`config.mk`:
```
export PLATFORM = sky130hd
export DESIGN_NAME = udp_oe_csr
export DESIGN_NICKNAME = d
export VERILOG_FILES = /design/src/design/udp_oe_csr_pkg.sv /design/src/design/udp_oe_common_regs.sv /design/src/design/udp_oe_chan_regs.sv /design/src/design/udp_oe_csr_read.sv /design/src/design/udp_oe_csr.sv
export SDC_FILE = /design/constraint.sdc
export NUM_CORES = 1
export LEC_CHECK = 0
export BUFFER_PORTS_ARGS = -buffer_cell sky130_fd_sc_hd__clkbuf_2
export CAP_MARGIN = 20
export CORE_AREA = 2 2 284 286
export DETAILED_ROUTE_END_ITERATION = 8
export DIE_AREA = 0 0 286 288
export GPL_ROUTABILITY_DRIVEN = 0
export PLACE_DENSITY = 0.47
export REMOVE_ABC_BUFFERS = 1
export SETUP_SLACK_MARGIN = 0.02
export SLEW_MARGIN = 40
export SYNTH_ARGS = -nofsm -noshare
export SYNTH_HDL_FRONTEND = slang
export SYNTH_SLANG_ARGS = --single-unit
```
`constraint.sdc`:
```
create_clock -name uoe_csr_avmm -period 3.2 [get_ports uoe_csr_avmm]
set_input_delay 0.16 -clock uoe_csr_avmm [delete_from_list [all_inputs] [get_ports uoe_csr_avmm]]
set_output_delay 0.16 -clock uoe_csr_avmm [all_outputs]
set_load 0.005 [all_outputs]
```
`src/design/udp_oe_csr_pkg.sv`:
```
// Shared definitions for the UDP offload engine CSR block
// Bus widths, word address map, feature header fields and reset defaults

package udp_oe_csr_pkg;

    // Bus and field widths
    localparam int CSR_DATA_W      = 64;
    localparam int CSR_ADDR_W      = 13;  // Byte address
    localparam int CSR_WORD_ADDR_W = 10;  // Byte address / 8
    localparam int MAC_W           = 48;
    localparam int IP_W            = 32;
    localparam int PORT_W          = 16;
    localparam int STATUS_W        = 32;  // One direction of a channel

    // Feature header words
    localparam logic [CSR_WORD_ADDR_W-1:0] DFH_HEADER_ADDR          = 10'd0;
    localparam logic [CSR_WORD_ADDR_W-1:0] DFH_ID_LO_ADDR           = 10'd1;
    localparam logic [CSR_WORD_ADDR_W-1:0] DFH_ID_HI_ADDR           = 10'd2;
    localparam logic [CSR_WORD_ADDR_W-1:0] DFH_REG_ADDR_OFFSET_ADDR = 10'd3;
    localparam logic [CSR_WORD_ADDR_W-1:0] DFH_REGSZ_PARAMS_ADDR    = 10'd4;

    localparam logic [CSR_WORD_ADDR_W-1:0] SCRATCHPAD_ADDR   = 10'd5;
    localparam logic [CSR_WORD_ADDR_W-1:0] NUM_CHANNELS_ADDR = 10'd6;

    // Network configuration, common to all channels
    localparam logic [CSR_WORD_ADDR_W-1:0] FPGA_MAC_ADDR           = 10'd8;
    localparam logic [CSR_WORD_ADDR_W-1:0] FPGA_IP_ADDR            = 10'd9;
    localparam logic [CSR_WORD_ADDR_W-1:0] FPGA_UDP_PORT_ADDR      = 10'd10;
    localparam logic [CSR_WORD_ADDR_W-1:0] FPGA_NETMASK_ADDR       = 10'd11;
    localparam logic [CSR_WORD_ADDR_W-1:0] HOST_MAC_ADDR           = 10'd12;
    localparam logic [CSR_WORD_ADDR_W-1:0] HOST_IP_ADDR            = 10'd13;
    localparam logic [CSR_WORD_ADDR_W-1:0] HOST_UDP_PORT_ADDR      = 10'd14;
    localparam logic [CSR_WORD_ADDR_W-1:0] PAYLOAD_PER_PACKET_ADDR = 10'd15;
    localparam logic [CSR_WORD_ADDR_W-1:0] CHECKSUM_IP_ADDR        = 10'd16;

    // Per-channel blocks start at word 0x20, eight words each
    localparam int CHAN_BASE_ADDR  = 32;
    localparam int CHAN_STRIDE     = 8;
    localparam int CHAN_INFO_OFS   = 0;
    localparam int CHAN_RESET_OFS  = 1;
    localparam int CHAN_STATUS_OFS = 2;
    localparam int CHAN_MISC_OFS   = 3;
    localparam int MAX_CHAN        = 16;

    // Feature header fields
    localparam logic [3:0]  DFH_FTYPE       = 4'h1;
    localparam logic [7:0]  DFH_VER         = 8'h01;
    localparam logic        DFH_EOL         = 1'b1;   // Last feature in the list
    localparam logic [23:0] DFH_NEXT        = 24'h0;
    localparam logic [3:0]  DFH_FEATURE_REV = 4'h0;
    localparam logic [11:0] DFH_FEATURE_ID  = 12'h021;

    localparam logic [CSR_DATA_W-1:0] DFH_HEADER_VALUE = {DFH_FTYPE, DFH_VER, 11'h0, DFH_EOL,
                                                          DFH_NEXT, DFH_FEATURE_REV,
                                                          DFH_FEATURE_ID};

    localparam logic [CSR_DATA_W-1:0] DFH_ID_LO = 64'hB174_9ECE_2A5B_4FD4;
    localparam logic [CSR_DATA_W-1:0] DFH_ID_HI = 64'h8C53_7D01_E6F3_A92E;

    // Registers start at the scratchpad, relative to the header
    localparam logic [CSR_DATA_W-1:0] DFH_REG_OFFSET_VALUE = 64'h0000_0000_0000_0028;
    // Size in bytes of the full map, no parameter block, group and instance 0
    localparam logic [CSR_DATA_W-1:0] DFH_REGSZ_VALUE =
        {32'((CHAN_BASE_ADDR + MAX_CHAN * CHAN_STRIDE) * 8), 1'b0, 15'h0, 16'h0};

    localparam logic [7:0]            CHAN_INFO_TAG              = 8'h10;
    localparam logic [PORT_W-1:0]     DEFAULT_PAYLOAD_PER_PACKET = 16'd1024;
    localparam logic [CSR_DATA_W-1:0] REG_RD_BADADDR_DATA        = 64'hBAAD_BEEF_DEAD_BEEF;

endpackage

```
`src/design/udp_oe_common_regs.sv`:
```
// Scratchpad and the nine shared network configuration registers
// Write decoding against the common part of the address map
`timescale 1ns/1ps

module udp_oe_common_regs (
    input  logic                                  uoe_csr_avmm,
    input  logic                                  rst_local,
    input  logic [udp_oe_csr_pkg::CSR_ADDR_W-1:0] address,
    input  logic                                  write,
    input  logic [udp_oe_csr_pkg::CSR_DATA_W-1:0] writedata,
    output logic [udp_oe_csr_pkg::CSR_DATA_W-1:0] scratchpad,
    output logic [udp_oe_csr_pkg::MAC_W-1:0]      fpga_mac_adr,
    output logic [udp_oe_csr_pkg::IP_W-1:0]       fpga_ip_adr,
    output logic [udp_oe_csr_pkg::PORT_W-1:0]     fpga_udp_port,
    output logic [udp_oe_csr_pkg::IP_W-1:0]       fpga_netmask,
    output logic [udp_oe_csr_pkg::MAC_W-1:0]      host_mac_adr,
    output logic [udp_oe_csr_pkg::IP_W-1:0]       host_ip_adr,
    output logic [udp_oe_csr_pkg::PORT_W-1:0]     host_udp_port,
    output logic [udp_oe_csr_pkg::PORT_W-1:0]     payload_per_packet,
    output logic [udp_oe_csr_pkg::PORT_W-1:0]     checksum_ip
);
    import udp_oe_csr_pkg::*;

    logic [CSR_WORD_ADDR_W-1:0] word_addr;

    // Accesses are whole 64-bit words
    assign word_addr = address[CSR_ADDR_W-1 -: CSR_WORD_ADDR_W];

    always_ff @(posedge uoe_csr_avmm) begin
        if (rst_local) begin
            scratchpad         <= '0;
            fpga_mac_adr       <= '0;
            fpga_ip_adr        <= '0;
            fpga_udp_port      <= '0;
            fpga_netmask       <= '0;
            host_mac_adr       <= '0;
            host_ip_adr        <= '0;
            host_udp_port      <= '0;
            payload_per_packet <= DEFAULT_PAYLOAD_PER_PACKET;
            checksum_ip        <= '0;
        end else if (write) begin
            case (word_addr)
                SCRATCHPAD_ADDR: begin
                    scratchpad <= writedata;  // Full word
                end
                FPGA_MAC_ADDR: begin
                    fpga_mac_adr <= writedata[MAC_W-1:0];
                end
                FPGA_IP_ADDR: begin
                    fpga_ip_adr <= writedata[IP_W-1:0];
                end
                FPGA_UDP_PORT_ADDR: begin
                    fpga_udp_port <= writedata[PORT_W-1:0];
                end
                FPGA_NETMASK_ADDR: begin
                    fpga_netmask <= writedata[IP_W-1:0];
                end
                HOST_MAC_ADDR: begin
                    host_mac_adr <= writedata[MAC_W-1:0];
                end
                HOST_IP_ADDR: begin
                    host_ip_adr <= writedata[IP_W-1:0];
                end
                HOST_UDP_PORT_ADDR: begin
                    host_udp_port <= writedata[PORT_W-1:0];
                end
                PAYLOAD_PER_PACKET_ADDR: begin
                    payload_per_packet <= writedata[PORT_W-1:0];  // Bytes per UDP packet
                end
                CHECKSUM_IP_ADDR: begin
                    checksum_ip <= writedata[PORT_W-1:0];
                end
                default: begin
                    // Read-only, channel or unmapped word, nothing stored here
                end
            endcase
        end
    end

endmodule

```
`src/design/udp_oe_chan_regs.sv`:
```
// Per-channel TX/RX reset registers and the shared misc control word
// One address match per channel, built by a generate loop
`timescale 1ns/1ps

module udp_oe_chan_regs #(
    parameter int NUM_CHAN = 4
) (
    input  logic                                  uoe_csr_avmm,
    input  logic                                  rst_local,
    input  logic [udp_oe_csr_pkg::CSR_ADDR_W-1:0] address,
    input  logic                                  write,
    input  logic [udp_oe_csr_pkg::CSR_DATA_W-1:0] writedata,
    output logic [udp_oe_csr_pkg::CSR_DATA_W-1:0] misc_ctrl,
    output logic [NUM_CHAN-1:0]                   tx_rst,
    output logic [NUM_CHAN-1:0]                   rx_rst
);
    import udp_oe_csr_pkg::*;

    logic [CSR_WORD_ADDR_W-1:0] word_addr;
    logic [NUM_CHAN-1:0]        rst_hit;   // Write to a channel's reset word
    logic [NUM_CHAN-1:0]        misc_hit;  // Write to a channel's misc word

    assign word_addr = address[CSR_ADDR_W-1 -: CSR_WORD_ADDR_W];

    for (genvar c = 0; c < NUM_CHAN; c++) begin : g_chan
        localparam int BLK_BASE = CHAN_BASE_ADDR + c * CHAN_STRIDE;

        assign rst_hit[c]  = write &&
                             (word_addr == CSR_WORD_ADDR_W'(BLK_BASE + CHAN_RESET_OFS));
        assign misc_hit[c] = write &&
                             (word_addr == CSR_WORD_ADDR_W'(BLK_BASE + CHAN_MISC_OFS));
    end

    always_ff @(posedge uoe_csr_avmm) begin
        if (rst_local) begin
            tx_rst <= '0;
            rx_rst <= '0;
        end else begin
            for (int i = 0; i < NUM_CHAN; i++) begin
                if (rst_hit[i]) begin
                    tx_rst[i] <= writedata[1];
                    rx_rst[i] <= writedata[0];
                end
            end
        end
    end

    // Any channel's block can reach the single misc word
    always_ff @(posedge uoe_csr_avmm) begin
        if (rst_local) begin
            misc_ctrl <= '0;
        end else if (|misc_hit) begin
            misc_ctrl <= writedata;
        end
    end

endmodule

```
`src/design/udp_oe_csr_read.sv`:
```
// Read address decode and read-data multiplexer
// Registered response, one cycle after the sampled read
`timescale 1ns/1ps

module udp_oe_csr_read #(
    parameter int NUM_CHAN = 4
) (
    input  logic                                           uoe_csr_avmm,
    input  logic                                           rst_local,
    input  logic [udp_oe_csr_pkg::CSR_ADDR_W-1:0]          address,
    input  logic                                           read,
    input  logic [udp_oe_csr_pkg::CSR_DATA_W-1:0]          scratchpad,
    input  logic [udp_oe_csr_pkg::MAC_W-1:0]               fpga_mac_adr,
    input  logic [udp_oe_csr_pkg::IP_W-1:0]                fpga_ip_adr,
    input  logic [udp_oe_csr_pkg::PORT_W-1:0]              fpga_udp_port,
    input  logic [udp_oe_csr_pkg::IP_W-1:0]                fpga_netmask,
    input  logic [udp_oe_csr_pkg::MAC_W-1:0]               host_mac_adr,
    input  logic [udp_oe_csr_pkg::IP_W-1:0]                host_ip_adr,
    input  logic [udp_oe_csr_pkg::PORT_W-1:0]              host_udp_port,
    input  logic [udp_oe_csr_pkg::PORT_W-1:0]              payload_per_packet,
    input  logic [udp_oe_csr_pkg::PORT_W-1:0]              checksum_ip,
    input  logic [udp_oe_csr_pkg::CSR_DATA_W-1:0]          misc_ctrl,
    input  logic [NUM_CHAN-1:0]                            tx_rst,
    input  logic [NUM_CHAN-1:0]                            rx_rst,
    input  logic [NUM_CHAN*udp_oe_csr_pkg::STATUS_W-1:0]   tx_status,
    input  logic [NUM_CHAN*udp_oe_csr_pkg::STATUS_W-1:0]   rx_status,
    output logic [udp_oe_csr_pkg::CSR_DATA_W-1:0]          readdata,
    output logic                                           readdatavalid
);
    import udp_oe_csr_pkg::*;

    localparam int OFS_W = $clog2(CHAN_STRIDE);
    localparam int IDX_W = (NUM_CHAN > 1) ? $clog2(NUM_CHAN) : 1;

    localparam logic [CSR_WORD_ADDR_W-1:0] CHAN_LO = CSR_WORD_ADDR_W'(CHAN_BASE_ADDR);
    localparam logic [CSR_WORD_ADDR_W-1:0] CHAN_HI =
        CSR_WORD_ADDR_W'(CHAN_BASE_ADDR + NUM_CHAN * CHAN_STRIDE);  // First word past the blocks

    logic [CSR_WORD_ADDR_W-1:0] word_addr;
    logic [CSR_WORD_ADDR_W-1:0] chan_rel;
    logic                       chan_hit;
    logic [IDX_W-1:0]           chan_idx;
    logic [OFS_W-1:0]           chan_ofs;
    logic [CSR_DATA_W-1:0]      rd_mux;

    assign word_addr = address[CSR_ADDR_W-1 -: CSR_WORD_ADDR_W];

    // Split a channel-block address into channel index and offset
    assign chan_hit = (word_addr >= CHAN_LO) && (word_addr < CHAN_HI);
    assign chan_rel = word_addr - CHAN_LO;
    assign chan_idx = chan_rel[OFS_W +: IDX_W];
    assign chan_ofs = chan_rel[OFS_W-1:0];

    always_comb begin
        rd_mux = REG_RD_BADADDR_DATA;
        case (word_addr)
            DFH_HEADER_ADDR:          rd_mux = DFH_HEADER_VALUE;
            DFH_ID_LO_ADDR:           rd_mux = DFH_ID_LO;
            DFH_ID_HI_ADDR:           rd_mux = DFH_ID_HI;
            DFH_REG_ADDR_OFFSET_ADDR: rd_mux = DFH_REG_OFFSET_VALUE;
            DFH_REGSZ_PARAMS_ADDR:    rd_mux = DFH_REGSZ_VALUE;
            SCRATCHPAD_ADDR:          rd_mux = scratchpad;
            NUM_CHANNELS_ADDR:        rd_mux = CSR_DATA_W'(NUM_CHAN);
            FPGA_MAC_ADDR:            rd_mux = CSR_DATA_W'(fpga_mac_adr);
            FPGA_IP_ADDR:             rd_mux = CSR_DATA_W'(fpga_ip_adr);
            FPGA_UDP_PORT_ADDR:       rd_mux = CSR_DATA_W'(fpga_udp_port);
            FPGA_NETMASK_ADDR:        rd_mux = CSR_DATA_W'(fpga_netmask);
            HOST_MAC_ADDR:            rd_mux = CSR_DATA_W'(host_mac_adr);
            HOST_IP_ADDR:             rd_mux = CSR_DATA_W'(host_ip_adr);
            HOST_UDP_PORT_ADDR:       rd_mux = CSR_DATA_W'(host_udp_port);
            PAYLOAD_PER_PACKET_ADDR:  rd_mux = CSR_DATA_W'(payload_per_packet);
            CHECKSUM_IP_ADDR:         rd_mux = CSR_DATA_W'(checksum_ip);
            default: begin
                if (chan_hit) begin
                    case (chan_ofs)
                        OFS_W'(CHAN_INFO_OFS):
                            rd_mux = {48'h0, 8'(chan_idx), CHAN_INFO_TAG};
                        OFS_W'(CHAN_RESET_OFS):
                            rd_mux = {62'h0, tx_rst[chan_idx], rx_rst[chan_idx]};
                        OFS_W'(CHAN_STATUS_OFS):
                            rd_mux = {tx_status[chan_idx*STATUS_W +: STATUS_W],
                                      rx_status[chan_idx*STATUS_W +: STATUS_W]};
                        OFS_W'(CHAN_MISC_OFS):
                            rd_mux = misc_ctrl;
                        default:
                            rd_mux = '0;  // Spare slots of the block
                    endcase
                end
            end
        endcase
    end

    always_ff @(posedge uoe_csr_avmm) begin
        if (rst_local) begin
            readdata      <= '0;
            readdatavalid <= 1'b0;
        end else begin
            readdatavalid <= read;       // Fixed one-cycle latency
            if (read) begin
                readdata <= rd_mux;      // Held until the next read
            end
        end
    end

endmodule

```
`src/design/udp_oe_csr.sv`:
```
// Top level of the UDP offload engine CSR block
// Common registers, channel registers and read path
`timescale 1ns/1ps

module udp_oe_csr #(
    parameter int NUM_CHAN = 4
) (
    input  logic                                         uoe_csr_avmm,
    input  logic                                         rst_local,
    input  logic [udp_oe_csr_pkg::CSR_ADDR_W-1:0]        address,
    input  logic                                         read,
    input  logic                                         write,
    input  logic [udp_oe_csr_pkg::CSR_DATA_W-1:0]        writedata,
    input  logic [NUM_CHAN*udp_oe_csr_pkg::STATUS_W-1:0] tx_status,
    input  logic [NUM_CHAN*udp_oe_csr_pkg::STATUS_W-1:0] rx_status,
    output logic [udp_oe_csr_pkg::CSR_DATA_W-1:0]        readdata,
    output logic                                         readdatavalid,
    output logic [udp_oe_csr_pkg::MAC_W-1:0]             fpga_mac_adr,
    output logic [udp_oe_csr_pkg::IP_W-1:0]              fpga_ip_adr,
    output logic [udp_oe_csr_pkg::PORT_W-1:0]            fpga_udp_port,
    output logic [udp_oe_csr_pkg::IP_W-1:0]              fpga_netmask,
    output logic [udp_oe_csr_pkg::MAC_W-1:0]             host_mac_adr,
    output logic [udp_oe_csr_pkg::IP_W-1:0]              host_ip_adr,
    output logic [udp_oe_csr_pkg::PORT_W-1:0]            host_udp_port,
    output logic [udp_oe_csr_pkg::PORT_W-1:0]            payload_per_packet,
    output logic [udp_oe_csr_pkg::PORT_W-1:0]            checksum_ip,
    output logic [udp_oe_csr_pkg::CSR_DATA_W-1:0]        misc_ctrl,
    output logic [NUM_CHAN-1:0]                          tx_rst,
    output logic [NUM_CHAN-1:0]                          rx_rst
);
    import udp_oe_csr_pkg::*;

    logic [CSR_DATA_W-1:0] scratchpad;  // Only visible through reads

    udp_oe_common_regs i_common_regs (
        .uoe_csr_avmm       (uoe_csr_avmm),
        .rst_local          (rst_local),
        .address            (address),
        .write              (write),
        .writedata          (writedata),
        .scratchpad         (scratchpad),
        .fpga_mac_adr       (fpga_mac_adr),
        .fpga_ip_adr        (fpga_ip_adr),
        .fpga_udp_port      (fpga_udp_port),
        .fpga_netmask       (fpga_netmask),
        .host_mac_adr       (host_mac_adr),
        .host_ip_adr        (host_ip_adr),
        .host_udp_port      (host_udp_port),
        .payload_per_packet (payload_per_packet),
        .checksum_ip        (checksum_ip)
    );

    udp_oe_chan_regs #(
        .NUM_CHAN (NUM_CHAN)
    ) i_chan_regs (
        .uoe_csr_avmm (uoe_csr_avmm),
        .rst_local    (rst_local),
        .address      (address),
        .write        (write),
        .writedata    (writedata),
        .misc_ctrl    (misc_ctrl),
        .tx_rst       (tx_rst),
        .rx_rst       (rx_rst)
    );

    // Read path sees the register outputs directly
    udp_oe_csr_read #(
        .NUM_CHAN (NUM_CHAN)
    ) i_csr_read (
        .uoe_csr_avmm       (uoe_csr_avmm),
        .rst_local          (rst_local),
        .address            (address),
        .read               (read),
        .scratchpad         (scratchpad),
        .fpga_mac_adr       (fpga_mac_adr),
        .fpga_ip_adr        (fpga_ip_adr),
        .fpga_udp_port      (fpga_udp_port),
        .fpga_netmask       (fpga_netmask),
        .host_mac_adr       (host_mac_adr),
        .host_ip_adr        (host_ip_adr),
        .host_udp_port      (host_udp_port),
        .payload_per_packet (payload_per_packet),
        .checksum_ip        (checksum_ip),
        .misc_ctrl          (misc_ctrl),
        .tx_rst             (tx_rst),
        .rx_rst             (rx_rst),
        .tx_status          (tx_status),
        .rx_status          (rx_status),
        .readdata           (readdata),
        .readdatavalid      (readdatavalid)
    );

endmodule

```
==> metrics.md <==
| Metric | Value |
|---|---|
| Crit start category | `input port` |
| Layout cell share with drive strength beyond 1 | `between 30% and 40%` |
| Max_cap viols | `0` |
| Final hold vios | `0` |
| CP max-delay cell | `a2111oi_4` |
| Drt drc | `0` |
| RSZ-0062 raised after global routing | `false` |
| CTS Buf Count | `54` |
| H-tree depth | `2` |
| Finish-stage setup viols | `0` |
| Cts hold-fix bufs | `65` |
| Core footprint | `between 70000 and 80000 sq um` |
| CP Class | `input port to register` |
| YS warnings | `0` |
| CTS tree | `built` |
| DR vias/cell | `about 5.2` |
| Status | `completed` |
| Min-delay src | `address[4]` |
| Relative slew slack | `between 40% and 50%` |
| Die Width | `286 um` |
| Placed instance area | `roughly 26000 sq um` |
| Initial Utilization | `roughly a quarter` |
| Design area | `about 29000 sq um` |
| Lkg Pwr | `11.2 nW` |
| Seq/Total Area, Yosys | `a little over two fifths` |
| First-pass GRT wire length | `about 160000 um` |
| Clock tree buffer depth | `3` |
| Layout Skew | `between 0.015 and 0.02 ns` |
| Drt first pass iters | `6` |
| Fin crit share | `between 70% and 80%` |
| Critical Path RT | `3.66 ns` |
| Rows | `~100` |
| Worst-path clk slew | `approximately 0.06 ns` |
| Commonest non-fill, non-tap cells in the layout | `813 x nand2_1, 720 x clkbuf_2, 457 x dfxtp_1` |
| Avg Inst Size Synth | `a little over 8 sq um` |
| Initial antenna violation count | `2` |
| Mapped Cells | `approximately 2.6k` |
| Detail Route Antenna Nets | `0` |
| Pins Over Slew Limit | `0` |
| Total GRT Usage | `27.1%` |
| CTS sink cnt | `457` |
| Die boundary height | `~290 um` |
| Placed insts | `between 4k and 5k` |
| Io pins | `730` |
| Die ar. | `~82000 sq um` |
| Critical R2R Launch | `i_chan_regs.rx_rst[3]` |
| Main synth FF type | `dfxtp_1` |
| Largest net degree at the start of global routing | `177` |
| CP max stage delay | `0.67 ns` |
| Power, Total | `around 0.013 W` |
| Post_cts resized | `0` |
| Post-CTS Setup Bufs | `0` |
| Actual slew at the worst max-slew pin | `0.851 ns` |
| Iteration-0 DRC Markers | `between 2k and 2.5k` |
| Critical path launch point | `address[4]` |
| Grt total ovfl | `0` |
| DPL Wire Length | `~81000 um` |
| Worst skew pair latency | `around 0.62 ns` |
| Min-delay worst type | `input port to register` |
| WL/cell | `around 27 um` |
| Worst hold slack | `roughly 0.11 ns` |
| Area delta synth->final | `37.4%` |
| Vias | `22.8k` |
| Most common cell after layout, fill and taps aside | `nand2_1` |
| Post-layout net count | `3625` |
| Crit end category | `register` |
| Final TNS setup | `0 ns` |
| #FFs+latches synth | `~460` |
| Fmax achieved | `roughly 440 MHz` |
| Minimum clock period | `about 2.3 ns` |
| Asr flop ratio synth | `0%` |
| EDFF count, synth | `0` |
| Max IR drop VDD | `0.389 mV` |
| Final Non-Filler Cells | `approximately 4.4k` |
| Crit path max fanout | `10` |
| Yosys cell types | `73` |
| Critical-path cell list | `buf_4 > or4b_1 > a2111oi_4 > o211ai_1 > a2111oi_0 > nor4_1` |
| Synthesized cell area | `~21000 sq um` |
| Vias in the first global route | `roughly 22k` |
| Clock Root Buffer | `clkbuf_16` |
| WP data arrival | `2.75 ns` |
| Total Wirelength | `roughly 120000 um` |
| Total power density per cell area | `approximately 470 nW/um^2` |
| Port Buffer Count | `726` |
## sequential cells by signal, summed over array words and instances (netlist names)
register	count
i_common_regs.fpga_ip_adr	32
i_csr_read.readdatavalid	1
i_common_regs.host_ip_adr	32
i_csr_read.readdata	64
i_common_regs.scratchpad	64
i_common_regs.host_udp_port	16
i_common_regs.fpga_netmask	32
i_chan_regs.tx_rst	4
i_common_regs.fpga_udp_port	16
i_common_regs.fpga_mac_adr	48
i_common_regs.host_mac_adr	48
i_chan_regs.rx_rst	4
i_common_regs.payload_per_packet	16
i_common_regs.checksum_ip	16
i_chan_regs.misc_ctrl	64
## cells in the mapped netlist (33+ instances only)
library cell	instances	area (sq um)
a22o_1	33	289
a221oi_1	51	447
buf_2	38	190
nand2_1	818	3070
a21oi_1	430	2150
nor2_1	74	278
clkbuf_1	177	664
nand3_1	37	185
mux4_2	68	1530
mux2i_1	40	400
a22oi_1	40	300
dfxtp_1	457	9150
## path summary, 6_finish.rpt
check                       endpoint  slack, ns  depth (start not counted)
min reg2reg  i_csr_read.readdata[54]       0.45                          2
max reg2reg   i_csr_read.readdata[0]       1.44                          5
min          i_csr_read.readdata[62]       0.11                          3
max          i_csr_read.readdata[22]       0.91                          6
## critical path, delay by kind of cell
family          cells  cell delay, ns
compound gates      3            1.63
simple gates        2            0.76
buf+inv             1            0.18
## per-layer routing
layer | up-vias | track usage (%) | routed length (um)
met4 | 2 | 6.62 | 2620
li1 | 10506 | - | -
met2 | 952 | 45.3 | 55600
met1 | 11192 | 36.4 | 50700
met3 | 131 | 4.38 | 7760
met5 | - | 0 | 15
## stage by stage
step	utilization, %	worst slack, ns
after floorplan	-	-1.48
after global placement	33.0	0.352
after detailed placement	33.0	0.300
after CTS	36.1	0.955
after global routing	36.2	0.709
final	36.2	0.912
## power by group
| part | switching [W] | total [W] | internal (W) |
|---|---|---|---|
| Clock | 0.00263 | 0.00646 | 0.00383 |
| Combinational | 0.000691 | 0.00119 | 0.000501 |
| Sequential | 0.0000388 | 0.00579 | 0.00575 |
| Total | 0.00336 | 0.0134 | 0.0101 |
## cell families after synthesis
group / after synthesis / synth area share (%)
compound gates: 710 / 21.1
buf+inv: 238 / 4.60
flops: 457 / 43.7
mux: 134 / 10.6
simple gates: 1023 / 20.0
## cell type report
| cell class | instances | area, sq um |
|---|---|---|
| Antenna cell | 1 | 2.50 |
| Clock buffer | 81 | 1630 |
| Clock inverter | 17 | 203 |
| Fill cell | 8454 | 50800 |
| Inverter | 5 | 18.8 |
| Multi-Input combinational cell | 1867 | 11000 |
| Sequential cell | 457 | 9150 |
| Tap cell | 1060 | 1330 |
| Timing Repair Buffer | 903 | 5450 |
No activity file was read; power rests on OpenSTA's default activity.
